<file path="src/hw/frame_stats.sv">
/* Echoed and dropped frame counters shown on the LEDs */
`timescale 1ns/100ps
`default_nettype none

module frame_stats (
	input logic tx_clk,
	input logic rst_n,
	input logic frame_echoed,
	input logic frame_dropped,
	output logic [7:0] led
);

	logic [3:0] echo_cnt;
	logic [3:0] drop_cnt;

	// Both counters wrap at 16
	always_ff @(posedge tx_clk or negedge rst_n) begin
		if (!rst_n) begin
			echo_cnt <= 4'd0;
			drop_cnt <= 4'd0;
		end else begin
			if (frame_echoed) begin
				echo_cnt <= echo_cnt + 1'b1;
			end
			if (frame_dropped) begin
				drop_cnt <= drop_cnt + 1'b1;
			end
		end
	end

	// Upper nibble drops, lower nibble echoes
	assign led = {drop_cnt, echo_cnt};

endmodule

`default_nettype wire

</file>
<file path="config.mk">
export PLATFORM = sky130hd
export DESIGN_NAME = frame_stats
export DESIGN_NICKNAME = d
export VERILOG_FILES = /design/src/hw/frame_stats.sv
export SDC_FILE = /design/constraint.sdc
export NUM_CORES = 1
export LEC_CHECK = 0
export BUFFER_PORTS_ARGS = -buffer_cell sky130_fd_sc_hd__buf_2
export CAP_MARGIN = 5
export CORE_AREA = 2 2 39 41
export CTS_CLUSTER_SIZE = 10
export DETAILED_ROUTE_END_ITERATION = 16
export DIE_AREA = 0 0 41 43
export PLACE_DENSITY = 0.52
export SLEW_MARGIN = 20
export SYNTH_ARGS = -nofsm -noshare
export SYNTH_HDL_FRONTEND = slang
export SYNTH_SLANG_ARGS = --single-unit
</file>
<file path="constraint.sdc">
create_clock -name tx_clk -period 1.5 [get_ports tx_clk]
set_clock_uncertainty 0.05 [all_clocks]
set_input_delay 0.375 -clock tx_clk [delete_from_list [all_inputs] [get_ports tx_clk]]
set_output_delay 0.375 -clock tx_clk [all_outputs]
set_load 0.01 [all_outputs]
</file>
# After elaboration in Yosys (flattened, before gate mapping)
# Cells that the tools add are included.
[totals]
register_bits = 8
[op_classes]
n_addsub = 2
[ops]
columns = ["cell", "n"]
rows = [
  ["4-bit by 1-bit adder with 4-bit output, second input constant", 2],
]

# Longest topological paths before layout
# Gate-level depths: netlist of the first run.
[logic_depth]
word_depth = 1
depth_mapped = 3
mapped_depth_nobuf = 3

# Worst setup path after synthesis of the first run
# Ideal clock, no wire load.
[synth_path]
path_type = "register to register"
start = "reg drop_cnt[0]"
end = "reg drop_cnt[1]"
n_path_buf = 0
required_ps = 1325
arrival_time_ps = 965
path_slack_ps = 360
stages_incl_launch_ff = 3
setup_ps = 125
cell_sequence = "dfrtp_1 > ha_1 > mux2_2"
[synth_between]
elab_chain_cells = 1
[synth_rtl]
columns = ["item", "line_no", "rtl"]
rows = [
  ["start, declared", "14", "logic [3:0] drop_cnt;"],
  ["start signal, assigned", "26", "drop_cnt <= drop_cnt + 1'b1;"],
  ["4-bit by 1-bit adder with 4-bit output", "26", ""],
]
# No other way between the ends.
# A chain may end at the register's enable or synchronous reset.

# Worst setup path in the final report of the first run
[layout_path]
start = "reg echo_cnt[0]"
end = "out led[0]"
[layout_rtl]
columns = ["item", "line_no", "rtl"]
rows = [
  ["start, declared", "13", "logic [3:0] echo_cnt;"],
  ["start signal, assigned", "23", "echo_cnt <= echo_cnt + 1'b1;"],
  ["end, declared", "10", "output logic [7:0] led"],
]
# No word-level cell between the ends.

==> flow_summary.ini, run 1 <==
[detailed_routing]
viasPerCell = 4.26
first_iter_violations = 3
drt_first_pass_iters = 3
vias = 226
ant_nets = 0
wl_um = 589
wl_per_cell_um = 11.1
route.detailed.drc = 0

[placed_design]
dpl.hpwl_um = 475
io_buffers = 11
place_congestion = 0.574
placed_area_sq_um = 395
dp_slack_ps = 335

[critical_path]
cp_num_buf_inv = 1
worst_setup_path_end_kind = output pin
cp-start-kind = register
cp_data_required_time_ps = 1070
cpMaxStageDelayCell = dfrtp_1
path_max_fanout = 4
worstPathCellList = buf_2
slowest_delay_ps = 410
worstSetupPathType = register to output pin
arrival_ps = 810
cp_top_family = flip-flops

[final_layout]
fill_cells = 157
layout_commonest_cell = buf_2
syn_to_final_growth_pct = 33.6
layout_common_cells = 11 x buf_2, 8 x dfrtp_1, 4 x xnor2_1
antenna_cells = 0
postLayoutCellArea_sq_um = 428
fin_nets = 45
drive_gt1_share_pct = 43.2
fin_util_pct = 30.9

[job]
max-cap-violations = 0

[timing]
rsz0062_at_grt = false
hold_viol = 0
maxSlewViolCount = 0
finalCritPeriodShare_pct = 82.4
relSlewSlack_pct = 88.1
tightest_slew_ps = 178
period_needed_ps = 1240
worst_slack_ps = 263
fmax_ghz = 0.809
setup-violations-final = 0
setup_tns_ps = 0

[clock_network]
tritoncts = yes
cts_max_level = 1
numCtsBuffers = 3
clock_latency_ps = 240
cts_buffer_depth = 2
cts_resized = 0
cts_root_buf = clkbuf_4
cts_num_sinks = 8
clkTransAtPathRegs_ps = 50

[synth]
synth_simple_gate_area_share_pct = 6.25
yosysUniqueCellTypes = 7
ys_warn_count = 0
syn_area_sq_um = 320
synthMuxAreaShare_pct = 7.03
synth_xor_area_share_pct = 16.4
synth_compound_area_share_pct = 0
synth_area_leader_cell = dfrtp_1
synthAdderAreaFrac_pct = 7.81
yosysSeqAreaShare_pct = 62.5
syn_avg_cell_area_sq_um = 14.6
synth-seq-cells = 8
synthesis.nets = 28
syn_inst = 22
synth_top_family_by_area = XOR/XNOR gates
synth.area.top_cells = dfrtp_1 63%, xnor2_1 11%, ha_1 7.8%
netlist.area_leader.share_pct = 62.5

[pwr]
power.density_nw_per_um2 = 2270
fin_total_pwr_uw = 969
vdd.ir_drop.worst_mv = 0.767
p_leak_nw = 0.201

[floorplan]
num_rows = 14
die_area_sq_um = 1760
fp.dieH_um = 43
core_sq_um = 1380
io_pins = 12
start_util_pct = 23.1
dieWidth_um = 41

[global_route]
track_usage_pct = 8.21
grt_overflow = 0
grt_max_degree = 9
grt_pass1_wl_um = 945
antenna_found_initial = 0
grt_pass1_vias = 244

[worst_hold_path]
hold_path.class = input pin to register

[status]
status = completed
==> flip-flops by register name, indices dropped and copies added (netlist names) <==
name      cells
drop_cnt      4
echo_cnt      4
==> where the power goes <==
| group | internal (mW) | leakage (nW) | switching, mW | total [mW] |
|---|---|---|---|---|
| clock network | 0.0909 | 0.0138 | 0.0639 | 0.155 |
| logic | 0.198 | 0.0937 | 0.176 | 0.374 |
| registers | 0.332 | 0.0938 | 0.108 | 0.440 |
| total | 0.621 | 0.201 | 0.348 | 0.969 |
==> cell families after synthesis <==
| family | count (synthesis) |
|---|---|
| xor gates and xnor gates | 6 |
| adders and majority gates | 2 |
| DFF | 8 |
| muxes | 2 |
| and+or+nand+nor | 4 |
==> Yosys cell counts <==
master   number
dfrtp_1       8
nand2_1       2
ha_1          2
xor2_1        2
xnor2_1       4
mux2_2        2
nand4_1       2
==> layer usage <==
metal  global-route usage [%]  wire, um  vias up
met3                     3.14        63        0
met5                        0         0        -
met4                     6.00         0        0
li1                         -         -      108
met1                     8.61       254      106
met2                     12.5       271       12
==> what timing repair did <==
item / in CTS / in global routing
hold buffers: 1 / 0
endpoints found under the hold margin: 8 / 0
buffers inserted: 0 / 0
==> cell type report <==
| class | instances | area [sq um] | share of cell area (%) |
|---|---|---|---|
| Multi-Input combinational cell | 14 | 120 | 28.1 |
| Clock buffer | 3 | 22.5 | 5.26 |
| Timing Repair Buffer | 12 | 65.1 | 15.2 |
| Sequential cell | 8 | 200 | 46.8 |
| Tap cell | 16 | 20.0 | 4.68 |
==> stage by stage <==
| stage | cells | hold WS (ps) |
|---|---|---|
| after global placement | 49 | 166 |
| final | 53 | 312 |
| after global routing | 53 | 302 |
| after CTS | 53 | 305 |
| after floorplan | 22 | 29.4 |
| after detailed placement | 49 | 176 |
==> path summary, 6_finish.rpt <==
path | start | to | slack [ps] | depth (start not counted)
worst max-delay path | echo_cnt[0]$_DFFE_PN0P_ | led[0] | 260 | 1
worst min-delay path | frame_dropped | drop_cnt[0]$_DFFE_PN0P_ | 310 | 2
worst max register to register | echo_cnt[0]$_DFFE_PN0P_ | echo_cnt[1]$_DFFE_PN0P_ | 330 | 2
worst min register to register | drop_cnt[3]$_DFFE_PN0P_ | drop_cnt[3]$_DFFE_PN0P_ | 430 | 1
max in group asynchronous | rst_n | echo_cnt[1]$_DFFE_PN0P_ | 780 | 2
min in group asynchronous | rst_n | echo_cnt[3]$_DFFE_PN0P_ | 460 | 2
Note: power is estimated with default switching activity, not from simulation.
==> inputs of run 2 (changes only) <==
- PLACE_DENSITY: 0.52 -> 0.54
- clock period: 1.5 -> 1.1 ns (I/O delays scaled with it)
==> run 2 against run 1 <==
The run now ends with setup timing left. Global-route usage is 1.6 points higher. Sequential share of layout area is 12 points lower. Clock-buffer cell count stayed put. Cell count is 25% higher. First-iteration DRC count is 100% lower. Hold slack worse by 99 ps. Clock power is 34% higher. Sequential cell count stayed put. Largest cell class is now buffers.
==> flow_summary.ini, run 2 (synthesized netlist as in run 1, its figures left out) <==
[status]
status = complete, but fails checks
violations = setup timing

[floorplan]
io_pins = 12
fp.dieH_um = 43
core_sq_um = 1380
start_util_pct = 23.1
die_area_sq_um = 1760
num_rows = 14
dieWidth_um = 41

[final_layout]
fin_util_pct = 41.6
antenna_cells = 0
layout_common_cells = 9 x buf_6, 9 x buf_4, 8 x dfrtp_1
syn_to_final_growth_pct = 79.7
reg.largest.list = drop_cnt (4), echo_cnt (4)
drive_gt1_share_pct = 58.0
fin_nets = 58
instances_no_fill = 66
postLayoutCellArea_sq_um = 576
fill_cells = 135

[detailed_routing]
wl_um = 683
wl_per_cell_um = 10.3
vias = 274
viasPerCell = 4.15
ant_nets = 0
first_iter_violations = 0
drt_first_pass_iters = 1
route.detailed.drc = 0

[critical_path]
rrSetupSlack_ps = -110
worstSetupPathType = register to register
arrival_ps = 1290
crit_end = drop_cnt[1]$_DFFE_PN0P_
reg2reg_from = drop_cnt[1]$_DFFE_PN0P_
worst_setup_path_end_kind = register
r2r_cells = 3
r2r_end = drop_cnt[1]$_DFFE_PN0P_
cp-start-kind = register
critPathLaunch = drop_cnt[1]$_DFFE_PN0P_
path_max_fanout = 2
cp_data_required_time_ps = 1180

[placed_design]
dpl.hpwl_um = 481
place_inst = 53
io_buffers = 11
place_congestion = 0.589
placed_area_sq_um = 425

[timing]
setup_tns_ps = -459
tightest_slew_ps = 176
finalCritPeriodShare_pct = 110
period_needed_ps = 1210
maxSlewViolCount = 0
setup-violations-final = 6
relSlewSlack_pct = 88.3
rsz0062_at_grt = true
hold_viol = 0
worst_slack_ps = -107
fmax_ghz = 0.828

[global_route]
grt_overflow = 0
track_usage_pct = 9.85
grt_pass1_wl_um = 1080
grt_max_degree = 9
grt_pass1_vias = 279
antenna_found_initial = 0

[pwr]
vdd.ir_drop.worst_mv = 1.06
power.density_nw_per_um2 = 3250
p_leak_nw = 0.284
fin_total_pwr_mw = 1.87

[clock_network]
cts_num_sinks = 8
clock_latency_ps = 240
clkTransAtPathRegs_ps = 50
cts_buffer_depth = 2
cts_root_buf = clkbuf_4
tritoncts = yes
cts_max_level = 1
numCtsBuffers = 3

[worst_hold_path]
hold_path.class = input pin to register
worstHoldStart = frame_dropped

[job]
max-cap-violations = 0
run 2: how the worst min path moves through the flow:
stage,end,slack [ps],depth (start not counted)
2_1_floorplan,drop_cnt[0]$_DFFE_PN0P_,-70,0
5_1_grt,drop_cnt[0]$_DFFE_PN0P_,210,2
6_report,drop_cnt[0]$_DFFE_PN0P_,210,2
3_5_place_dp,drop_cnt[2]$_DFFE_PN0P_,80,1
3_3_place_gp,drop_cnt[2]$_DFFE_PN0P_,70,1
4_1_cts,drop_cnt[0]$_DFFE_PN0P_,210,2
run 2: area by class of cell:
| class | count | area, sq um | area share, % |
|---|---|---|---|
| Clock buffer | 3 | 22.5 | 3.91 |
| Multi-Input combinational cell | 14 | 124 | 21.5 |
| Sequential cell | 8 | 200 | 34.8 |
| Tap cell | 16 | 20.0 | 3.48 |
| Timing Repair Buffer | 25 | 209 | 36.3 |
run 2: critical path, cell delays in order (launching register included):
cell and delay (ps):
dfrtp_1 380, buf_4 130, ha_1 270, mux2_2 260
run 2: metrics by stage:
stage / hold WS (ps) / setup WS [ps]
5_1_grt: 210 / -140
4_1_cts: 208 / -102
6_report: 214 / -107
3_3_place_gp: 69.4 / 40.2
3_5_place_dp: 76.5 / 13.8
2_1_floorplan: -70.6 / -26.5
run 2: per-layer routing:
metal  routed length, um  global-route usage (%)  vias to the layer above
met2                 367                    15.6                       12
li1                    -                       -                      132
met3                  65                    3.66                        0
met1                 251                    9.33                      130
met4                   0                    8.00                        0
met5                   0                       0                        -
run 2: repair_timing:
item / CTS / global route
resized for setup: 8 / 2
hold buffers: 1 / 0
setup endpoints to repair: 8 / 10
buffers inserted: 5 / 4
pin swaps: 1 / 0
endpoints found under the hold margin: 8 / 0
run 2: where the power goes:
group | switching, mW | internal, mW
Sequential | 0.0992 | 0.453
Clock | 0.0844 | 0.124
Combinational | 0.384 | 0.725
