<file path="src/common/marble_params.svh">
/* Frame size limits, inter-frame gap length and buffer address width */

`ifndef MARBLE_PARAMS_SVH
`define MARBLE_PARAMS_SVH

// Largest accepted frame, destination address through FCS
`define MAX_FRAME 1518

// Smallest accepted frame including FCS
`define MIN_FRAME 64

// Idle cycles after each transmitted frame
`define IFG_BYTES 12

// One-frame buffer address width, 2 KB
`define BUF_AW 11

`endif

</file>
<file path="src/common/marble_pkg.sv">
/* Shared types for the echo path: byte stream, frame descriptor, FSM states, CRC-32 step */
`default_nettype none

`include "marble_params.svh"

package marble_pkg;

	typedef struct packed {
		logic [7:0] data;
		logic valid;
		logic last;
	} byte_stream_t;

	// Stored frame length, FCS not included
	typedef struct packed {
		logic [`BUF_AW-1:0] len;
	} frame_desc_t;

	typedef enum logic [1:0] {RX_IDLE, RX_PREAMBLE, RX_DATA, RX_DROP} rx_state_t;

	typedef enum logic [2:0] {TX_IDLE, TX_PREAMBLE, TX_SFD, TX_PAYLOAD, TX_FCS, TX_GAP} tx_state_t;

	// Reflected IEEE 802.3 polynomial
	localparam logic [31:0] CRC_POLY = 32'hedb88320;
	// Register value after running over data plus a good FCS
	localparam logic [31:0] CRC_RESIDUE = 32'hdebb20e3;

	function automatic logic [31:0] crc32_next(input logic [31:0] crc, input logic [7:0] data);
		logic [31:0] c;
		c = crc ^ {24'h000000, data};
		for (int i = 0; i < 8; i++) begin
			c = c[0] ? ((c >> 1) ^ CRC_POLY) : (c >> 1);
		end
		return c;
	endfunction

endpackage

`default_nettype wire

</file>
<file path="src/hw/gmii_rx/gmii_rx_stage.sv">
/* GMII receive stage: preamble and SFD detection, FCS and length checks,
   buffer write port and commit handshake */
`timescale 1ns/100ps
`default_nettype none

`include "marble_params.svh"

module gmii_rx_stage (
	input logic tx_clk,
	input logic rst_n,
	input logic [7:0] gmii_rxd,
	input logic gmii_rx_dv,
	input logic gmii_rx_er,
	output logic wr_en,
	output logic [`BUF_AW-1:0] wr_addr,
	output logic [7:0] wr_data,
	output marble_pkg::frame_desc_t commit_desc,
	output logic commit_req,
	input logic commit_ack,
	output logic frame_dropped
);
	import marble_pkg::*;

	rx_state_t state;
	logic [31:0] crc;
	logic [`BUF_AW-1:0] count;
	logic rx_err;
	logic busy;
	logic frame_ok;

	// Evaluated in the first cycle with gmii_rx_dv low
	assign frame_ok = (crc == CRC_RESIDUE) && (count >= `MIN_FRAME) &&
		(count <= `MAX_FRAME) && !rx_err && !busy && !commit_req;

	always_ff @(posedge tx_clk or negedge rst_n) begin
		if (!rst_n) begin
			state <= RX_IDLE;
			crc <= '1;
			count <= '0;
			rx_err <= 1'b0;
			busy <= 1'b0;
			wr_en <= 1'b0;
			commit_req <= 1'b0;
			frame_dropped <= 1'b0;
		end else begin
			wr_en <= 1'b0;
			frame_dropped <= 1'b0;
			if (commit_ack) begin
				commit_req <= 1'b0;
			end
			case (state)
				RX_IDLE: begin
					if (gmii_rx_dv) begin
						state <= (gmii_rxd == 8'h55) ? RX_PREAMBLE : RX_DROP;
					end
				end
				RX_PREAMBLE: begin
					if (!gmii_rx_dv) begin
						state <= RX_IDLE;
					end else if (gmii_rxd == 8'hd5) begin
						state <= RX_DATA;
						crc <= '1;
						count <= '0;
						rx_err <= 1'b0;
						// Buffer still holds or is taking a frame
						busy <= commit_req | commit_ack;
					end else if (gmii_rxd != 8'h55) begin
						state <= RX_DROP;
					end
				end
				RX_DATA: begin
					if (gmii_rx_dv) begin
						crc <= crc32_next(crc, gmii_rxd);
						// Saturate so oversize frames stay detectable
						if (~&count) begin
							count <= count + 1'b1;
						end
						if (gmii_rx_er) begin
							rx_err <= 1'b1;
						end
						wr_en <= !busy && (count < `MAX_FRAME);
					end else begin
						state <= RX_IDLE;
						if (frame_ok) begin
							commit_req <= 1'b1;
						end else begin
							frame_dropped <= 1'b1;
						end
					end
				end
				RX_DROP: begin
					if (!gmii_rx_dv) begin
						state <= RX_IDLE;
					end
				end
				default: state <= RX_IDLE;
			endcase
		end
	end

	// Write data path and descriptor
	always_ff @(posedge tx_clk) begin
		wr_addr <= count;
		wr_data <= gmii_rxd;
		if (state == RX_DATA && !gmii_rx_dv) begin
			commit_desc.len <= count - 4'd4;
		end
	end

endmodule

`default_nettype wire

</file>
<file path="config.mk">
export PLATFORM = sky130hd
export DESIGN_NAME = gmii_rx_stage
export DESIGN_NICKNAME = d
export VERILOG_FILES = /design/src/common/marble_pkg.sv /design/src/hw/gmii_rx/gmii_rx_stage.sv
export VERILOG_INCLUDE_DIRS = /design/src /design/src/common
export SDC_FILE = /design/constraint.sdc
export NUM_CORES = 1
export LEC_CHECK = 0
export ABC_AREA = 0
export BUFFER_PORTS_ARGS = -buffer_cell sky130_fd_sc_hd__buf_2
export CAP_MARGIN = 20
export CORE_ASPECT_RATIO = 2
export CORE_MARGIN = 1
export CORE_UTILIZATION = 52
export DETAILED_ROUTE_END_ITERATION = 7
export GPL_TIMING_DRIVEN = 0
export PLACE_DENSITY = 0.77
export SETUP_SLACK_MARGIN = 0.2
export SYNTH_ARGS = -nofsm -noshare
export SYNTH_HDL_FRONTEND = slang
export SYNTH_SLANG_ARGS = --single-unit
export TNS_END_PERCENT = 100
</file>
<file path="constraint.sdc">
create_clock -name tx_clk -period 1.9 [get_ports tx_clk]
set_clock_uncertainty 0.15 [all_clocks]
set_input_delay 0.19 -clock tx_clk [delete_from_list [all_inputs] [get_ports tx_clk]]
set_output_delay 0.19 -clock tx_clk [all_outputs]
set_load 0.005 [all_outputs]
</file>
Word-level counts from Yosys, hierarchy flattened
Index checks and enable logic that the tools add are counted.
Word-level totals
  register bits after elaboration: 80
Cells by class
  $add $sub $neg: 2
  order comparisons: 3
  equal/unequal tests: 15
  mux-type cells: 38
  bitwise logic cells: 10
  reductions and logical operators: 20
Operator list (count)
  $mux W32: 11
  $not A13 Y14: 8
  $pmux W32 S2: 1
  $mux W11: 4
  $eq A32 B32 Y1 const B: 1
  $xor A32 B8 Y32: 1
  $pmux W11 S2: 1
  $ne A2 B2 Y1 const B: 7
  $mux W1: 13
  $mux W2: 6
  $add A11 B1 Y11 const B: 1
  $ge A11 B7 Y1 const B: 1
  $le A11 B11 Y1 const B: 1
  $lt A11 B11 Y1 const B: 1
  $reduce_and A11 Y1: 1
  $sub A11 B3 Y11 const B: 1
  $reduce_and A5 Y1: 2
  $eq A8 B7 Y1 const B: 1
  $eq A8 B8 Y1 const B: 1
  $ne A8 B7 Y1 const B: 1
  $logic_and A1 B1 Y1: 7
  $pmux W2 S3: 1
  $reduce_and A3 Y1: 2
  $eq A2 B2 Y1 const B: 2
  other kinds (9): 12

Longest topological paths before layout
Gate-level depths: netlist of the first run.
  word-level depth: 19
  depth in mapped cells: 6
  depth with buffers taken out: 6

Worst setup path after synthesis of the first run
OpenSTA, ideal clock, no wires.
  kind: flip-flop to flip-flop
  start point: reg count[8]
  end point: reg count[8]
  data arrival time: 1.656 ns
  required time: 1.629 ns
  slack: -0.027 ns
  cell stages (with the launch flop): 7
  cell sequence: dfrtp_1 clkbuf_1 and4_1 a311oi_1 and4_1 o21ai_0 a22o_1
On the way
  longest elaborated chain between the ends: 4
Ends and longest elaborated chain
  from (decl): line gmii_rx_stage.sv:26  | logic [`BUF_AW-1:0] count;
  from (signal assigned): line gmii_rx_stage.sv:76  | count <= count + 1'b1;
  $add A11 B1 Y11: line gmii_rx_stage.sv:76
  $mux W11: line gmii_rx_stage.sv:75  | if (~&count) begin
  $mux W11: line gmii_rx_stage.sv:72  | if (gmii_rx_dv) begin
  $pmux W11 S2: line gmii_rx_stage.sv:51  | case (state)
Parallel ways exist; a longest one is shown, timed or not. The select of a mux whose other input is x is not followed.
A chain may end at the register's enable or synchronous reset.

Final worst setup path of the first run
  start point: reg crc[30]
  end point: reg frame_dropped
On the way
  longest elaborated chain between the ends: 9
Ends and longest elaborated chain
  from (decl): line gmii_rx_stage.sv:25  | logic [31:0] crc;
  from (signal assigned): line gmii_rx_stage.sv:73  | crc <= crc32_next(crc, gmii_rxd);
  $eq A32 B32 Y1: line gmii_rx_stage.sv:32  | assign frame_ok = (crc == CRC_RESIDUE) && (count >= `MIN_FRAME) &&
  $logic_and A1 B1 Y1 (5 in a row): line gmii_rx_stage.sv:32
  $mux W1: line gmii_rx_stage.sv:84  | if (frame_ok) begin
  $mux W1: line gmii_rx_stage.sv:72
  $mux W1: line gmii_rx_stage.sv:51
  to (signal assigned): line gmii_rx_stage.sv:44  | frame_dropped <= 1'b0;
  to (signal assigned): line gmii_rx_stage.sv:47  | frame_dropped <= 1'b0;
  to (signal assigned): line gmii_rx_stage.sv:87  | frame_dropped <= 1'b1;
  to (decl): line gmii_rx_stage.sv:20  | output logic frame_dropped
Every way passes these cells.

==> results of run 1 <==
==> logic make-up after synthesis <==
family	synth area share, %
AOI/OAI and AO/OA	10.8
buffers and inverters	2.60
and+or+nand+nor	12.0
xor gates and xnor gates	22.3
adders and majority gates	1.59
DFF	50.7
==> final timing paths <==
check | endpoint | slack (ns) | cells past startpoint
max in group asynchronous | crc[4] | 0.88 | 3
max reg2reg | frame_dropped | -0.25 | 5
min in group asynchronous | wr_en | 0.14 | 2
min reg2reg | wr_addr[9] | 0.22 | 0
min | state[1] | 0.09 | 3
max | frame_dropped | -0.25 | 5
==> state kept, by name, indices dropped and copies added, names as in the netlist <==
signal / flops
crc: 32
commit_desc: 11
count: 11
wr_addr: 11
wr_data: 8
state: 2
busy: 1
commit_req: 1
frame_dropped: 1
rx_err: 1
wr_en: 1
==> tightest hold or removal path, stage by stage <==
cell	delay (ns)
buf_2	0.18
inv_1	0.09
a31oi_1	0.09
==> cell type report <==
type / count / area, um^2 / area share [%]
Tap cell: 92 / 115 / 1.74
Timing Repair Buffer: 136 / 1190 / 18.1
Multi-Input combinational cell: 242 / 2750 / 41.7
Buffer: 17 / 186 / 2.82
Clock inverter: 4 / 32.5 / 0.492
Sequential cell: 80 / 2010 / 30.4
Clock buffer: 12 / 279 / 4.22
Inverter: 10 / 40.0 / 0.606
==> power breakdown <==
part / internal [uW] / switching [uW] / total (uW)
registers: 2510 / 703 / 3210
logic: 4790 / 4490 / 9290
clock network: 1050 / 753 / 1800
==> repair_timing <==
item	CTS	global route
setup buffers	54	24
gates resized for setup	129	77
endpoints found under the hold margin	29	0
endpoints found under the setup margin	64	52
pin swaps	57	28
gates cloned	2	0
hold buffers	11	0
==> synthesized netlist by cell type (3+ instances only) <==
library cell / number
xnor2_1: 44
nor2_1: 39
dfstp_2: 32
a21oi_1: 22
xor2_1: 20
dfxtp_1: 19
dfrtp_1: 18
clkbuf_1: 16
nand2_1: 15
edfxtp_1: 11
inv_1: 10
o21ai_0: 10
a31oi_1: 8
o22a_1: 8
xnor2_2: 8
nor3_1: 7
nand4_1: 6
o31ai_1: 6
ha_1: 5
xnor2_4: 5
and4_1: 4
nor4_1: 4
a22o_1: 3
nand3_1: 3
==> metrics by stage <==
| stage | utilization [%] | std cells |
|---|---|---|
| 6_report | 90.3 | 593 |
| 5_1_grt | 90.3 | 593 |
| 4_1_cts | 82.3 | 568 |
| 3_5_place_dp | 60.2 | 485 |
| 3_3_place_gp | 60.2 | 485 |
| 2_1_floorplan | - | 349 |
==> layer usage <==
layer	up-vias	global-route usage [%]	share of wire, %
li1	1503	-	-
met1	1849	35.8	33
met2	249	62.8	50
met3	115	6.30	6.3
met4	0	31.1	11
met5	-	0	0
==> reports/summary.txt, run 1 <==
outcome -> finished, violations left
failing checks -> setup timing
PnR worst setup slack -> -0.246 ns
CP max FO -> 3
row count -> 44
RSZ-0062 raised after global routing -> yes
worst vdd ir -> 2.09 mV
synth top area cells -> dfstp_2 (21%), dfrtp_1 (11%), xnor2_1 (9.8%), dfxtp_1 (9.6%), edfxtp_1 (8.4%)
Final Setup Violations -> 34
IO Count -> 46
asr flop ratio synth -> 62.5%
crit path cell chain -> nand4bb_1 > nor4_4 > nand4_1 > a2111oi_4 > nor3_1
Avg WL per Cell -> 28.4 um
CTS tree -> built
number of synthesized flops with an enable pin -> 11
hold path startpoint -> gmii_rxd[7]
Reg-to-Reg Start -> crc[30]
die width -> 63.6 um
TritonCTS Buffers -> 9
Crit Path Class -> register to register
fin. max-slew vios -> 0
final critical-path share of the clock period -> 113%
hold_ws -> 0.0926 ns
CTS Sinks -> 80
Crit path arrival time -> 2.19 ns
initial antenna violation count -> 0
CP startpoint kind -> register
Routed Antenna Nets -> 0
HP Class -> primary input to register
sequential area share after synthesis -> 50.7%
Yosys top cell by area -> dfstp_2
CTS max path bufs -> 2
DP Wirelength -> 7150 um
Final TNS setup -> -2.99 ns
synthesized area per cell -> 11.3 um^2
largest net degree at the start of global routing -> 51
core area -> 7320 um^2
global route overflow -> 0
# H-tree levels -> 3
worst-skew pair later-pin latency -> 0.36 ns
synthesized net count -> 367
flops & latches, synth -> 80
Clock Root Buffer -> clkbuf_16
most common cell after layout, fill and taps aside -> buf_4
Initial Utilization -> 53.9%
vias in the first global route -> 3809
max-cap violations -> 0
Power per Cell Area -> 2160 nW/um^2
Design Power -> 14300 uW
GP Congestion -> 0.924
kind of cell adding the most delay to the critical path -> simple AND/OR/NAND/NOR gates
Fmax -> 0.466 GHz
nets -> 514
Fill cells -> 262
Final Instance Area -> 6610 um^2
Main synth FF type -> dfstp_2
Worst-Margin Slew -> 0.895 ns
via count -> 3716
Ys Warns -> 0
slew margin rel. -> 40.3%
Post-Place Setup Slack -> -0.268 ns
# diodes -> 0
Worst-path clk slew -> 0.06 ns
worst endpoint required time -> 1.94 ns
CP peak stage delay -> 0.60 ns
First-pass DRT Iterations -> 4
WL final -> 16800 um
crit path from -> crc[30]
synth unique cells -> 45
number of port buffers -> 44
area grow syn2layout -> 67.5%
die area -> 7960 um^2
placed cell area -> 4400 um^2
slowest CP cell -> dfstp_2
first-pass GRT wire length -> 20900 um
Critical Path Sink Type -> register
Critical path buffers and inverters -> 0
Pleak -> 0.00266 uW
gate count of the mapped netlist -> 349
DRC viols -> 0
fin crit period -> 2.15 ns
Post-Synthesis Cell Area -> 3950 um^2
Hold Fails Final Rpt -> 0
commonest cells after routing, fill and taps aside -> buf_4 (50), buf_2 (45), dfstp_2 (32)
vias per cell -> 6.27
Iter 0 DRT Violations -> 365
share of Yosys cell area claimed by the top area cell type -> 21.3%
Die H -> 125 um
GRT Util Overall -> 36.2%
share of cells above drive strength 1 -> 62.3%
Power figures use the tool's default switching activity.
==> run 2: changes to the inputs <==
CORE_UTILIZATION = 57   (was 52)
HOLD_SLACK_MARGIN = 0.03   (was default)
PLACE_DENSITY = 0.8   (was 0.77)
clock period = 2.5 ns   (was 1.9 ns; I/O delays follow)
==> run 2 against run 1 <==
  * The flow now finishes without violations
  * Count of clock-buffer cells in the layout decreased by 3
  * Combinational power is 61% lower
  * Utilization is 19 points lower
  * Clock power down 26%
  * Via count decreased by 20%
  * Non-clock buffer count decreased by 81
  * Worst hold slack worse by 0.024 ns
  * Largest power group unchanged
==> reports/summary.txt, run 2 (synthesized netlist as in run 1, its figures left out) <==
vias per cell -> 5.85
final critical-path share of the clock period -> 88.4%
Post-CTS Setup Inserts -> 0
worst-skew pair later-pin latency -> 0.34 ns
share of cells above drive strength 1 -> 28.1%
GRT Util Overall -> 31.0%
GP Congestion -> 0.974
placed cell area -> 4280 um^2
CTS Sinks -> 80
Crit Path Class -> register to register
die area -> 7280 um^2
Final Setup Violations -> 0
RSZ-0062 raised after global routing -> no
global route overflow -> 0
Avg WL per Cell -> 19.7 um
placed cells -> 481
Worst-Margin Slew -> 0.984 ns
DP Wirelength -> 7050 um
Gate power share -> 50.2%
die width -> 60.8 um
First-pass DRT Iterations -> 5
via count -> 2972
fin crit period -> 2.21 ns
Largest register FFs -> 32
row count -> 42
# H-tree levels -> 3
# diodes -> 0
Power per Cell Area -> 1530 nW/um^2
Seq pwr share -> 31.5%
nets -> 433
DRC viols -> 0
Net Sw Power -> 2810 uW
CTS max path bufs -> 2
CP max FO -> 3
first-pass GRT wire length -> 16000 um
WL final -> 10000 um
Switching Share -> 38.8%
worst endpoint required time -> 2.63 ns
Pleak -> 0.00191 uW
Fill cells -> 485
area grow syn2layout -> 20.3%
largest net degree at the start of global routing -> 51
Critical Path Sink Type -> register
Clock Root Buffer -> clkbuf_16
CP startpoint kind -> register
slew margin rel. -> 34.1%
clock share of power -> 18.3%
outcome -> finished clean
Final Instance Area -> 4740 um^2
Worst-path clk slew -> 0.06 ns
Routed Antenna Nets -> 0
initial antenna violation count -> 0
number of port buffers -> 44
max-cap violations -> 0
most common cell after layout, fill and taps aside -> buf_2
TritonCTS Buffers -> 9
IO Count -> 46
CTS tree -> built
HP Class -> primary input to register
worst vdd ir -> 1.15 mV
core area -> 6670 um^2
vias in the first global route -> 3189
commonest cells after routing, fill and taps aside -> buf_2 (45), xnor2_1 (44), nor2_1 (38)
Initial Utilization -> 59.1%
Pint -> 4440 uW
Iter 0 DRT Violations -> 287
Layout Cells excl Fill -> 508
Fmax -> 0.453 GHz
largest register by flop count -> crc
fin. max-slew vios -> 0
Crit path arrival time -> 2.34 ns
Die H -> 120 um
Hold Fails Final Rpt -> 0
## run 2: layout make-up
class                           instances  area, um^2  area share [%]
Timing Repair Buffer                   55         340            7.17
Clock inverter                          7        78.8            1.66
Multi-Input combinational cell        242        1880            39.7
Tap cell                               88         110            2.32
Sequential cell                        80        2000            42.2
Inverter                               10        37.5           0.791
Clock buffer                            9         225            4.75
Buffer                                 17        67.6            1.42
## run 2: worst max-delay path: stages (launching register included)
cell	delay [ns]
dfstp_2	0.60
nand4_1	0.22
nor4_1	0.37
nand4_1	0.17
a2111oi_2	0.44
a22o_1	0.20
## run 2: worst paths after layout
kind                            start          to  slack (ns)  cells past startpoint
min in group asynchronous       rst_n  commit_req        0.26                      2
min reg2reg                  count[7]  wr_addr[7]        0.21                      0
max in group asynchronous       rst_n     crc[19]        1.32                      3
max                            crc[0]  commit_req        0.29                      5
max reg2reg                    crc[0]  commit_req        0.29                      5
min                        commit_ack        busy        0.07                      3
## run 2: through the flow
| step | hold WS [ns] | setup slack, ns | power (uW) | setup TNS (ns) | util, % |
|---|---|---|---|---|---|
| 2_1_floorplan | -0.196 | 0.573 | 5070 | 0 | - |
| 3_3_place_gp | 0.198 | -0.0112 | 5750 | -0.0112 | 64.1 |
| 3_5_place_dp | 0.203 | -0.0484 | 5830 | -0.142 | 64.1 |
| 4_1_cts | 0.0702 | 0.257 | 7210 | 0 | 70.3 |
| 5_1_grt | 0.0747 | 0.204 | 7610 | 0 | 71.1 |
| 6_report | 0.0687 | 0.291 | 7260 | 0 | 71.1 |
## run 2: what timing repair did
action | in CTS | in global routing
endpoints found under the hold margin | 27 | 0
gates resized for setup | 6 | 4
gates cloned | 0 | 0
setup endpoints to repair | 23 | 7
hold buffers | 10 | 0
## run 2: power groups by stage
| stage | Sequential, uW | Clock [uW] | Combinational (uW) |
|---|---|---|---|
| after global routing | 2330 | 1390 | 3880 |
| after global placement | 2270 | 0 | 3470 |
| after floorplan | 2190 | 0 | 2880 |
| final | 2290 | 1330 | 3640 |
| after detailed placement | 2290 | 0 | 3540 |
| after CTS | 2270 | 1340 | 3600 |
## run 2: routing by layer
metal  wire length, um  vias to the layer above  part of all wire [%]  global-route usage (%)
li1                  -                     1345                     -                       -
met5                 0                        -                     0                       0
met4               687                        0                   6.9                    22.4
met1              3230                     1465                    32                    29.7
met3               374                       45                   3.7                    7.22
met2              5710                      117                    57                    54.0
