`src/common/marble_params.svh`:
```
/* Frame size limits, inter-frame gap length and buffer address width */

`ifndef MARBLE_PARAMS_SVH
`define MARBLE_PARAMS_SVH

// Largest accepted frame, destination address through FCS
`define MAX_FRAME 1518

// Smallest accepted frame including FCS
`define MIN_FRAME 64

// Idle cycles after each transmitted frame
`define IFG_BYTES 12

// One-frame buffer address width, 2 KB
`define BUF_AW 11

`endif

```
`src/common/marble_pkg.sv`:
```
/* Shared types for the echo path: byte stream, frame descriptor, FSM states, CRC-32 step */
`default_nettype none

`include "marble_params.svh"

package marble_pkg;

	typedef struct packed {
		logic [7:0] data;
		logic valid;
		logic last;
	} byte_stream_t;

	// Stored frame length, FCS not included
	typedef struct packed {
		logic [`BUF_AW-1:0] len;
	} frame_desc_t;

	typedef enum logic [1:0] {RX_IDLE, RX_PREAMBLE, RX_DATA, RX_DROP} rx_state_t;

	typedef enum logic [2:0] {TX_IDLE, TX_PREAMBLE, TX_SFD, TX_PAYLOAD, TX_FCS, TX_GAP} tx_state_t;

	// Reflected IEEE 802.3 polynomial
	localparam logic [31:0] CRC_POLY = 32'hedb88320;
	// Register value after running over data plus a good FCS
	localparam logic [31:0] CRC_RESIDUE = 32'hdebb20e3;

	function automatic logic [31:0] crc32_next(input logic [31:0] crc, input logic [7:0] data);
		logic [31:0] c;
		c = crc ^ {24'h000000, data};
		for (int i = 0; i < 8; i++) begin
			c = c[0] ? ((c >> 1) ^ CRC_POLY) : (c >> 1);
		end
		return c;
	endfunction

endpackage

`default_nettype wire

```
`src/hw/gmii_tx/gmii_tx_stage.sv`:
```
/* GMII transmit stage: preamble and SFD, payload with MAC swap, new FCS, inter-frame gap */
`timescale 1ns/100ps
`default_nettype none

`include "marble_params.svh"

module gmii_tx_stage (
	input logic tx_clk,
	input logic rst_n,
	input marble_pkg::frame_desc_t send_desc,
	input logic send_req,
	output logic send_ack,
	output logic [`BUF_AW-1:0] rd_addr,
	input marble_pkg::byte_stream_t rd_stream,
	output logic [7:0] gmii_txd,
	output logic gmii_tx_en,
	output logic gmii_tx_er,
	output logic frame_echoed
);
	import marble_pkg::*;

	localparam logic [`BUF_AW-1:0] MAC_BYTES = 6;
	localparam logic [`BUF_AW-1:0] MAC_END = 12;

	tx_state_t state;
	// Shared by preamble, FCS and gap
	logic [3:0] cnt;
	logic [`BUF_AW-1:0] fidx;
	logic [31:0] crc;

	// Bytes 0-5 and 6-11 trade places
	function automatic logic [`BUF_AW-1:0] swap_addr(input logic [`BUF_AW-1:0] idx);
		if (idx < MAC_BYTES) begin
			return idx + MAC_BYTES;
		end else if (idx < MAC_END) begin
			return idx - MAC_BYTES;
		end
		return idx;
	endfunction

	assign rd_addr = swap_addr(fidx);

	always_ff @(posedge tx_clk or negedge rst_n) begin
		if (!rst_n) begin
			state <= TX_IDLE;
			cnt <= '0;
			fidx <= '0;
			crc <= '1;
			send_ack <= 1'b0;
			gmii_txd <= 8'h00;
			gmii_tx_en <= 1'b0;
			gmii_tx_er <= 1'b0;
			frame_echoed <= 1'b0;
		end else begin
			gmii_tx_er <= 1'b0;
			frame_echoed <= 1'b0;
			if (send_ack && !send_req) begin
				send_ack <= 1'b0;
			end
			case (state)
				TX_IDLE: begin
					gmii_tx_en <= 1'b0;
					gmii_txd <= 8'h00;
					if (send_req && !send_ack && rd_stream.valid) begin
						state <= TX_PREAMBLE;
						gmii_tx_en <= 1'b1;
						gmii_txd <= 8'h55;
						cnt <= 4'd1;
						fidx <= '0;
						crc <= '1;
					end
				end
				TX_PREAMBLE: begin
					// Byte 0 is fetched during these cycles
					gmii_txd <= 8'h55;
					cnt <= cnt + 1'b1;
					if (cnt == 4'd6) begin
						state <= TX_SFD;
					end
				end
				TX_SFD: begin
					gmii_txd <= 8'hd5;
					state <= TX_PAYLOAD;
				end
				TX_PAYLOAD: begin
					gmii_txd <= rd_stream.data;
					crc <= crc32_next(crc, rd_stream.data);
					if (rd_stream.last) begin
						state <= TX_FCS;
						cnt <= '0;
						send_ack <= 1'b1;
					end
				end
				TX_FCS: begin
					// Inverted CRC, least significant byte first
					gmii_txd <= ~crc[7:0];
					crc <= {8'h00, crc[31:8]};
					cnt <= cnt + 1'b1;
					if (cnt == 4'd3) begin
						state <= TX_GAP;
						cnt <= '0;
					end
				end
				TX_GAP: begin
					gmii_tx_en <= 1'b0;
					gmii_txd <= 8'h00;
					cnt <= cnt + 1'b1;
					if (cnt == `IFG_BYTES - 1) begin
						state <= TX_IDLE;
						frame_echoed <= 1'b1;
					end
				end
				default: state <= TX_IDLE;
			endcase
			// Fetch index runs one byte ahead, parks on the last byte
			if ((state == TX_SFD || state == TX_PAYLOAD) &&
				(fidx != send_desc.len - 1'b1)) begin
				fidx <= fidx + 1'b1;
			end
		end
	end

endmodule

`default_nettype wire

```
`config.mk`:
```
export PLATFORM = sky130hd
export DESIGN_NAME = gmii_tx_stage
export DESIGN_NICKNAME = d
export VERILOG_FILES = /design/src/common/marble_pkg.sv /design/src/hw/gmii_tx/gmii_tx_stage.sv
export VERILOG_INCLUDE_DIRS = /design/src /design/src/common
export SDC_FILE = /design/constraint.sdc
export NUM_CORES = 1
export LEC_CHECK = 0
export BUFFER_PORTS_ARGS = -buffer_cell sky130_fd_sc_hd__buf_4
export CAP_MARGIN = 20
export CORE_UTILIZATION = 54
export DETAILED_ROUTE_END_ITERATION = 7
export GPL_TIMING_DRIVEN = 0
export PLACE_DENSITY = 0.77
export SETUP_SLACK_MARGIN = 0.4
export SYNTH_ARGS = -nofsm -noshare
export SYNTH_HDL_FRONTEND = slang
export SYNTH_SLANG_ARGS = --single-unit
```
`constraint.sdc`:
```
create_clock -name tx_clk -period 2.2 [get_ports tx_clk]
set_clock_uncertainty 0.05 [all_clocks]
set_input_delay 0.33 -clock tx_clk [delete_from_list [all_inputs] [get_ports tx_clk]]
set_output_delay 0.33 -clock tx_clk [all_outputs]
set_load 0.05 [all_outputs]
```
== Word level (Yosys, flattened, before mapping) ==
Cells that the tools add are included.

* $lt $le $gt $ge: 2
* Reduce and logical (&&, ||, !) cells: 19
* Equal/unequal tests: 14
* Bitwise operators: 10
* Add/sub/neg operators: 5
* Multiplexer cells: 37

{| class="wikitable"
|+ Operators with widths
! cell !! count
|-
| $mux W32 || 9
|-
| $not A13 Y14 || 8
|-
| $pmux W32 S3 || 1
|-
| $mux W11 || 6
|-
| $pmux W8 S6 || 1
|-
| $xor A32 B8 Y32 || 1
|-
| $pmux W3 S6 || 1
|-
| $pmux W4 S4 || 1
|-
| $mux W3 || 5
|-
| $mux W4 || 3
|-
| $add A11 B1 Y11 const B || 1
|-
| $add A11 B3 Y11 const B || 1
|-
| $lt A11 B3 Y1 const B || 1
|-
| $lt A11 B4 Y1 const B || 1
|-
| $ne A11 B11 Y1 || 1
|-
| $sub A11 B1 Y11 const B || 1
|-
| $sub A11 B3 Y11 const B || 1
|-
| $ne A2 B2 Y1 const B || 5
|-
| $mux W1 || 8
|-
| $not A8 Y8 || 1
|-
| $mux W7 || 1
|-
| $eq A3 B2 Y1 const B || 2
|-
| $eq A3 B3 Y1 const B || 2
|-
| $reduce_bool A2 Y1 || 3
|-
| other kinds (17) || 22
|}

* Bits in registers: 61
* Output and inout port bits: 23

== Logic depth before layout (Yosys ltp) ==
Gate-level depths: netlist of run 1.

* Depth after elaboration: 18
* Gate-level depth with buffers: 10
* Mapped depth without buffers: 9

== Worst setup path after synthesis of run 1 ==
Ideal clock, no wire load.

* Path kind: register to output
* Start point: reg fidx[4]
* End point: out rd_addr[3]
* Slack: -989 ps
* Buffers on the path: 1
* Stages on the path, launching flop included: 6
* Arrival: 2809 ps
* Required time: 1820 ps
* Cells stage by stage: dfrtp_1 bufbuf_16 nor4_1 nand2_1 or2_2 o41ai_1

* Cells in the longest elaborated chain, start to end: 4

{| class="wikitable"
|+ Ends and longest elaborated chain
! item !! RTL line !! RTL
|-
| start, declared || gmii_tx_stage.sv:28 || <nowiki>logic [`BUF_AW-1:0] fidx;</nowiki>
|-
| start signal, assigned || gmii_tx_stage.sv:118 || <nowiki>fidx <= fidx + 1'b1;</nowiki>
|-
| $lt A11 B4 Y1 || gmii_tx_stage.sv:35 || <nowiki>end else if (idx < MAC_END) begin</nowiki>
|-
| $mux W1 || gmii_tx_stage.sv:35 ||
|-
| $mux W1 || gmii_tx_stage.sv:33 || <nowiki>if (idx < MAC_BYTES) begin</nowiki>
|-
| $mux W11 * || gmii_tx_stage.sv:38 || <nowiki>return idx;</nowiki>
|-
| end, declared || gmii_tx_stage.sv:13 || <nowiki>output logic [`BUF_AW-1:0] rd_addr,</nowiki>
|}

Every way passes the cells marked *; elsewhere a longest branch is shown, timed or not.

== Worst setup path in the final report of run 1 ==
* Start point: reg fidx[5]
* End point: out rd_addr[3]

Same word-level chain as after synthesis.

==> flow_metrics.py, run 1 <==
metrics = {
    "outcome": {
        "status": "complete, but fails checks",
        "violations": "negative setup slack",
    },
    "global_routing": {
        "grtUsageTotal": 0.373,
        "grt_pass1_vias": 4626,
        "grt_max_degree": 62,
        "grt_pass1_wl_um": 24300,
        "antenna_found_initial": 0,
        "grt_overflow": 0,
    },
    "sta": {
        "worst_slack_ps": -269,
        "rsz0062_at_grt": "true",
        "finalHoldViolations": 0,
        "setup_viol": 14,
        "timing.final.crit_share": 1.12,
        "max_slew.worst_pin.slew_ps": 831,
        "maxSlewViolCount": 0,
        "relSlewSlack": 0.446,
        "finalSetupTns_ps": -2090,
        "finalCriticalPeriod_ps": 2470,
        "max_freq_mhz": 405,
    },
    "pwr": {
        "p_total_mw": 13.3,
        "ir_drop_v": 0.00200,
        "p_leak_nw": 2.97,
        "powerDensity_nw_per_um2": 1890,
    },
    "clock_network": {
        "holdBufCountCts": 0,
        "clkTransAtPathRegs_ps": 70,
        "clockRootBuffer": "clkbuf_8",
        "cts_buffers": 9,
        "clkLatencyLatePin_ps": 360,
        "cts.path.max_buffers": 2,
        "cts_tree": "built",
        "clkSinkCount": 61,
        "htreeDepth": 3,
    },
    "die": {
        "rows": 32,
        "pin_count": 47,
        "core_um2": 7850,
        "fp.dieW_um": 92.8,
        "dieArea_um2": 8620,
        "die_h_um": 92.8,
        "start_util": 0.568,
    },
    "route": {
        "ant_nets": 0,
        "vias": 5041,
        "vias_per_cell": 6.92,
        "firstDrtPassIters": 5,
        "drcViolationCount": 0,
        "drt_iter0_markers": 608,
        "routed_wl_um": 19300,
        "drt-wirelength-per-cell_um": 26.4,
    },
    "layout": {
        "drive_gt1_frac": 0.534,
        "final_common_cell": "buf_4",
        "syn_to_final_growth_pct": 58.3,
        "final_util": 0.899,
        "mostFrequentLayoutCells": "buf_4, nand2_1, o21ai_0, dfstp_2, nor2_1",
        "nets": 651,
        "diodes": 0,
    },
    "yosys": {
        "yosys.area.top_type_share": 0.189,
        "synth_fp_nets": 514,
        "synth-edff-count": 0,
        "syn_area_um2": 4450,
        "ys_seq_area_frac": 0.352,
        "synth.avg_cell_area_um2": 9.20,
        "synth.area.top_cells": "dfstp_2, dfrtp_1, xnor2_1, o21ai_0, nand2_1",
        "ys_ff_latch": 61,
        "synthArstFlopShare": 1.00,
        "yosysWarnings": 0,
        "synth_ff_type": "dfstp_2",
        "synth.distinct_cells": 62,
        "synthCells": 484,
        "yosysTopAreaCell": "dfstp_2",
    },
    "hold_path": {
        "min_path_type": "primary input to async pin",
    },
    "setup_path": {
        "regToRegSetupSlack_ps": -180,
        "cp-start-kind": "register",
        "crit_start": "fidx[5]",
        "crit_fanout": 3,
        "crit_required_ps": 1820,
        "worstReg2RegStart": "fidx[10]",
        "crit_type": "register to primary output",
        "end_kind": "primary output",
        "crit_arrival_ps": 2090,
    },
    "place": {
        "post-place-ws_ps": -250,
        "place_hpwl_um": 8180,
        "gp_congestion": 0.920,
        "numPortBuffers": 45,
    },
    "job": {
        "drv_cap": 0,
    },
}
[metrics by stage]
| step | instance area [um2] | hold slack (ps) | cells |
|---|---|---|---|
| final | 7050 | 25.1 | 728 |
| after global routing | 7050 | 79.0 | 728 |
| after CTS | 6420 | 48.3 | 705 |
| after detailed placement | 5140 | 412 | 631 |
| after global placement | 5140 | 407 | 631 |
| after floorplan | 4680 | -15.6 | 484 |
[critical path, stage by stage (launching register included)]
cell     delay, ps
dfrtp_1        400
buf_6          130
nor4_4         260
nand2_2        100
or2_4          290
o31ai_4        240
o41ai_4        140
buf_6          170
[kinds of logic (layout without fill, tap and decap cells)]
| logic type | after synthesis | in the layout | share of synthesized area |
|---|---|---|---|
| AO/OA/AOI/OAI | 150 | 150 | 0.210 |
| XOR/XNOR | 67 | 67 | 0.173 |
| adder cells (fa/ha/maj) | 6 | 6 | 0.0169 |
| buffers and inverters | 46 | 187 | 0.0632 |
| flip-flops | 61 | 61 | 0.352 |
| multiplexers | 9 | 9 | 0.0287 |
| other | 1 | 1 | 0.000842 |
| AND/OR/NAND/NOR | 144 | 145 | 0.156 |
[sequential cells by signal (all words and copies together) (netlist names)]
signal        count
gmii_txd          8
send_ack          1
cnt               4
crc              32
fidx             11
frame_echoed      1
state             3
gmii_tx_en        1
[synth_stat cells (2+ instances only)]
library cell,instances
ha_1,6
xnor2_2,12
xnor2_4,3
o22ai_1,8
nand2b_1,3
a21oi_1,37
xnor2_1,34
and3_1,7
or2_2,6
mux2_4,2
dfstp_2,32
mux2_2,2
inv_1,14
mux2i_1,3
dfrtp_1,29
mux2i_4,2
a211o_1,10
clkbuf_8,5
a221o_1,4
nor3_1,4
buf_4,2
a22o_1,3
buf_6,2
o21ai_1,2
xor2_1,16
o21ai_0,55
nand2_1,56
nand4_1,2
nor4_1,3
clkbuf_1,19
nor2_1,36
a2bb2oi_1,3
nand3_1,11
o31ai_1,12
xor2_4,2
o211ai_1,6
nand3b_1,6
[power by group]
group / switching [mW] / internal, mW
Combinational: 5.13 / 4.67
Sequential: 0.527 / 1.71
Clock: 0.543 / 0.754
Total: 6.20 / 7.14
[final timing paths]
kind                            cells past startpoint    endpoint
worst max-delay path                                7  rd_addr[3]
worst min-delay path                                1     fidx[9]
worst max register to register                      9     fidx[4]
worst min register to register                      2     crc[20]
max in group asynchronous                           1     fidx[1]
min in group tx_clk                                 3    send_ack
[final cells by class]
| cell class | count | area (um2) |
|---|---|---|
| tap | 102 | 128 |
| inverter | 14 | 73.8 |
| timing repair buffer | 125 | 1190 |
| buffer | 32 | 297 |
| multi-input combinational | 378 | 3550 |
| sequential | 61 | 1570 |
| clock inverter | 6 | 111 |
| clock buffer | 10 | 128 |
| fill | 303 | 795 |
[layer usage]
layer | vias up | part of all wire | track usage
met1 | 2423 | 0.34 | 0.445
met2 | 455 | 0.46 | 0.607
met5 | - | 0 | 0
met3 | 177 | 0.11 | 0.0862
met4 | 0 | 0.090 | 0.232
li1 | 1986 | - | -
[repair_timing]
item,4_1_cts,5_1_grt
gates resized for setup,105,103
pin swaps,62,43
cloned,4,0
buffers inserted,54,23
setup endpoints to repair,57,57
Note: power is estimated with default switching activity, not from simulation.
==> run 2: changes to the inputs <==
Settings changed: BUFFER_PORTS_ARGS -buffer_cell sky130_fd_sc_hd__buf_4 to default, CORE_UTILIZATION 54 to 55, DONT_BUFFER_PORTS from default to 1, PLACE_DENSITY 0.77 to 0.73.
==> flow_metrics.py, run 2 (synthesis results as in run 1) <==
metrics = {
    "outcome": {
        "status": "complete, but fails checks",
        "violations": "negative setup slack",
    },
    "die": {
        "start_util": 0.573,
        "fp.dieW_um": 92.0,
        "core_um2": 7770,
        "pin_count": 47,
        "die_h_um": 92.0,
        "dieArea_um2": 8460,
        "rows": 32,
    },
    "route": {
        "firstDrtPassIters": 5,
        "vias": 4548,
        "drt-wirelength-per-cell_um": 25.0,
        "vias_per_cell": 6.69,
        "ant_nets": 0,
        "drcViolationCount": 0,
        "drt_iter0_markers": 418,
        "routed_wl_um": 17000,
    },
    "hold_path": {
        "min_to": "send_ack",
        "hp-start": "send_req",
        "min_path_type": "primary input to register",
        "min_delay_path_depth": 2,
    },
    "pwr": {
        "p_total_mw": 12.5,
        "ir_drop_v": 0.00146,
        "powerDensity_nw_per_um2": 1860,
        "p_leak_nw": 2.73,
    },
    "place": {
        "dp.cells": 586,
        "place_hpwl_um": 7950,
        "post-place-ws_ps": -202,
        "gp_congestion": 0.875,
        "numPortBuffers": 0,
    },
    "global_routing": {
        "grt_pass1_wl_um": 22900,
        "grt_pass1_vias": 4418,
        "grtUsageTotal": 0.355,
        "grt_overflow": 0,
        "antenna_found_initial": 0,
        "grt_max_degree": 62,
    },
    "layout": {
        "diodes": 0,
        "drive_gt1_frac": 0.510,
        "mostFrequentLayoutCells": "nand2_1, buf_4, o21ai_0, dfstp_2, dfrtp_1",
        "largestRegisters": "crc: 32 flops, fidx: 11 flops, gmii_txd: 8 flops",
        "largest-register": "crc",
        "final_util": 0.863,
        "final_common_cell": "nand2_1",
        "syn_to_final_growth_pct": 50.5,
        "nets": 603,
        "multiInputGateArea_um2": 3550,
        "final_cells": 680,
        "regArea_um2": 1570,
        "n_fill_cell": 356,
        "largest_reg_flops": 32,
    },
    "setup_path": {
        "critPathMaxStageDelay_ps": 390,
        "crit_fanout": 6,
        "regToRegSetupSlack_ps": -340,
        "worstReg2RegStart": "fidx[4]",
        "worst_path_max_delay_cell": "dfrtp_1",
        "crit_required_ps": 2390,
        "rr_worst_depth": 15,
        "crit_chain": "clkbuf_16, buf_12, buf_8, xor2_4, o31ai_4, o31ai_4, nor4_2, a311oi_2, buf_4, buf_8, buf_6, buf_6, buf_6, mux2i_1, o2bb2ai_1",
        "path_buf_inv": 8,
        "cp-start-kind": "register",
        "worstReg2RegEnd": "fidx[3]",
        "crit_type": "register to register",
        "crit_arrival_ps": 2730,
        "cp_common_cell": "buf_6",
        "crit_family": "buffers and inverters",
        "end_kind": "register",
    },
    "sta": {
        "finalCriticalPeriod_ps": 2540,
        "finalHoldViolations": 0,
        "max_slew.worst_pin.slew_ps": 801,
        "maxSlewViolCount": 0,
        "max_freq_mhz": 393,
        "setup_viol": 17,
        "hold_ws_ps": 51.7,
        "timing.final.crit_share": 1.16,
        "rsz0062_at_grt": "true",
        "relSlewSlack": 0.464,
        "worst_slack_ps": -342,
    },
    "clock_network": {
        "clockRootBuffer": "clkbuf_8",
        "clkLatencyLatePin_ps": 360,
        "cts_buffers": 9,
        "htreeDepth": 3,
        "clkSinkCount": 61,
        "cts_tree": "built",
        "cts.path.max_buffers": 2,
        "clkTransAtPathRegs_ps": 80,
    },
    "job": {
        "drv_cap": 0,
    },
}
[run 2: worst max-delay path by stage]
stage,start,endpoint,slack [ps],depth (start not counted)
after floorplan,fidx[4],rd_addr[3],-3,5
after global placement,state[1],crc[2],-210,9
after detailed placement,state[1],crc[2],-200,9
after CTS,fidx[4],rd_addr[3],-290,5
after global routing,fidx[4],fidx[3],-440,15
final,fidx[4],fidx[3],-340,15
[run 2: worst register-to-register path, cell delays in order, from the launching register on]
cell	delay [ps]
dfrtp_1	390
clkbuf_16	150
buf_12	120
buf_8	110
xor2_4	210
o31ai_4	110
o31ai_4	70
nor4_2	70
a311oi_2	250
buf_4	180
buf_8	130
buf_6	100
buf_6	80
buf_6	80
mux2i_1	230
o2bb2ai_1	90
[run 2: timing repair]
action                                 CTS  global route
pin swaps                               50            49
cloned                                   3             0
resized for setup                      140            80
hold buffers                             2             0
endpoints found under the hold margin   61             0
setup endpoints to repair               59            56
buffers inserted                        48            25
[run 2: cell type report]
cell class              count  area share
flip-flops and latches     61       0.234
clock buffers              10      0.0190
plain buffers              32      0.0459
repair buffers             78       0.124
inverters                  14      0.0110
multi-input cells         377       0.530
clock inverters             6      0.0166
well taps                 102      0.0190
[run 2: metrics by stage]
stage / cell area [um2] / setup TNS (ps)
3_5_place_dp: 4810 / -2900
6_report: 6710 / -3710
3_3_place_gp: 4810 / -2620
2_1_floorplan: 4680 / -2.77
4_1_cts: 6140 / -3070
5_1_grt: 6710 / -5110
[run 2: per-layer routing]
layer	routed length, um	track usage
met5	0	0
met4	1020	0.188
met3	1370	0.0655
met2	8580	0.608
met1	6060	0.423
[run 2: power breakdown]
part | internal, mW | switching [mW] | leakage, nW
registers | 1.70 | 0.709 | 0.717
logic | 4.29 | 4.52 | 1.89
clock network | 0.753 | 0.523 | 0.116
==> run 3: changes to the inputs <==
Settings changed: RECOVER_POWER from default to 50.
==> flow_metrics.py, run 3 (synthesis results as in run 1) <==
metrics = {
    "route": {
        "routed_wl_um": 16900,
        "drt-wirelength-per-cell_um": 24.9,
        "vias": 4539,
        "vias_per_cell": 6.68,
        "drt_iter0_markers": 468,
        "drcViolationCount": 0,
        "firstDrtPassIters": 5,
        "ant_nets": 0,
    },
    "clock_network": {
        "clockRootBuffer": "clkbuf_8",
        "clkLatencyLatePin_ps": 360,
        "cts.path.max_buffers": 2,
        "cts_tree": "built",
        "htreeDepth": 3,
        "clkTransAtPathRegs_ps": 80,
        "cts_buffers": 9,
        "clkSinkCount": 61,
    },
    "die": {
        "start_util": 0.573,
        "core_um2": 7770,
        "die_h_um": 92.0,
        "dieArea_um2": 8460,
        "rows": 32,
        "pin_count": 47,
        "fp.dieW_um": 92.0,
    },
    "pwr": {
        "ir_drop_v": 0.00146,
        "seqPwrFrac": 0.193,
        "p_total_mw": 12.5,
        "p_comb_frac": 0.705,
        "swShare": 0.460,
        "cellInternalPower_mw": 6.74,
        "powerDensity_nw_per_um2": 1870,
        "p_leak_nw": 2.72,
        "netSwitchingPower_mw": 5.74,
        "clockPowerShare": 0.102,
    },
    "place": {
        "place_hpwl_um": 7950,
        "gp_congestion": 0.875,
        "numPortBuffers": 0,
    },
    "hold_path": {
        "hp-start": "send_req",
        "min_path_type": "primary input to register",
        "min_to": "send_ack",
        "min_delay_path_depth": 2,
    },
    "layout": {
        "largest_reg_flops": 32,
        "final_common_cell": "nand2_1",
        "largestRegisters": "crc: 32 flops, fidx: 11 flops, gmii_txd: 8 flops",
        "syn_to_final_growth_pct": 50.0,
        "drive_gt1_frac": 0.507,
        "diodes": 0,
        "mostFrequentLayoutCells": "nand2_1, buf_4, o21ai_0, dfstp_2, dfrtp_1",
        "regArea_um2": 1570,
        "multiInputGateArea_um2": 3550,
        "n_fill_cell": 360,
        "nets": 603,
        "largest-register": "crc",
    },
    "sta": {
        "finalHoldViolations": 0,
        "maxSlewViolCount": 62,
        "timing.final.crit_share": 1.16,
        "relSlewSlack": -0.0583,
        "max_slew.worst_pin.slew_ps": 1590,
        "rsz0062_at_grt": "true",
        "finalCriticalPeriod_ps": 2540,
        "setup_viol": 17,
        "max_freq_mhz": 393,
        "hold_ws_ps": 52.8,
        "worst_slack_ps": -342,
    },
    "global_routing": {
        "grtUsageTotal": 0.355,
        "grt_pass1_vias": 4418,
        "antenna_found_initial": 0,
        "grt_pass1_wl_um": 22900,
        "grt_max_degree": 62,
        "grt_overflow": 0,
    },
    "outcome": {
        "violations": "max-capacitance violations, max-slew violations, negative setup slack",
        "status": "complete, but fails checks",
    },
    "setup_path": {
        "crit_required_ps": 2390,
        "crit_arrival_ps": 2730,
        "worstReg2RegEnd": "fidx[3]",
        "worstReg2RegStart": "fidx[4]",
        "regToRegSetupSlack_ps": -340,
        "rr_worst_depth": 15,
        "end_kind": "register",
        "crit_fanout": 6,
        "cp-start-kind": "register",
        "crit_type": "register to register",
    },
    "job": {
        "drv_cap": 1,
    },
}
## run 3: changes by cell type in the layout (fill, tap and decap cells not counted), sizes merged
cell | before | now
buf | 88 | 87
clkbuf | 31 | 32
## run 3: cell type report
| class | count | share of cell area |
|---|---|---|
| Tap cell | 102 | 0.0191 |
| Sequential cell | 61 | 0.235 |
| Multi-Input combinational cell | 377 | 0.532 |
| Inverter | 14 | 0.0111 |
| Clock buffer | 10 | 0.0191 |
| Clock inverter | 6 | 0.0167 |
| Timing Repair Buffer | 78 | 0.122 |
| Buffer | 32 | 0.0459 |
## run 3: what timing repair did
action / 4_1_cts / 5_1_grt
endpoints found under the hold margin: 61 / 0
setup endpoints to repair: 59 / 56
setup buffers: 48 / 25
gates cloned: 3 / 0
pin swaps: 50 / 49
hold buffers: 2 / 0
gates resized for setup: 140 / 80
## run 3: routing by layer
layer	share of wire	up-vias	track usage
li1	-	1883	-
met1	0.34	2186	0.423
met2	0.50	357	0.608
met3	0.089	113	0.0655
met4	0.062	0	0.188
met5	0	-	0
## run 3: worst max-delay path by stage
stage                  start         end  slack (ps)
detailed placement  state[1]      crc[2]        -200
global route         fidx[4]     fidx[3]        -440
floorplan            fidx[4]  rd_addr[3]          -3
global placement    state[1]      crc[2]        -210
CTS                  fidx[4]  rd_addr[3]        -290
finish               fidx[4]     fidx[3]        -340
## run 3: power by group through the flow
stage	sequential, mW	clock, mW	combinational (mW)
after floorplan	2.19	0	3.93
after global placement	2.30	0	4.59
after detailed placement	2.32	0	4.68
after CTS	2.35	1.24	6.60
after global routing	2.44	1.31	9.10
final	2.41	1.27	8.79
## run 3: per-stage QoR
stage          worst slack, ps  instance area [um2]   util  TNS [ps]  std cells
6_report                  -342                 6680  0.860     -3730        680
5_1_grt                   -438                 6680  0.860     -5390        680
4_1_cts                   -294                 6140  0.790     -3070        655
3_5_place_dp              -202                 4810  0.619     -2900        586
3_3_place_gp              -213                 4810  0.619     -2620        586
2_1_floorplan            -2.77                 4680      -     -2.77        484
## run 3: worst max-delay path, stage by stage (launching register included)
cell and delay (ps):
dfrtp_1 390, clkbuf_16 160, buf_12 120, buf_8 120
xor2_4 210, o31ai_4 110, o31ai_4 70, nor4_2 70
a311oi_2 250, buf_4 180, buf_8 120, buf_6 90
buf_6 80, buf_6 80, mux2i_1 230, o2bb2ai_1 90
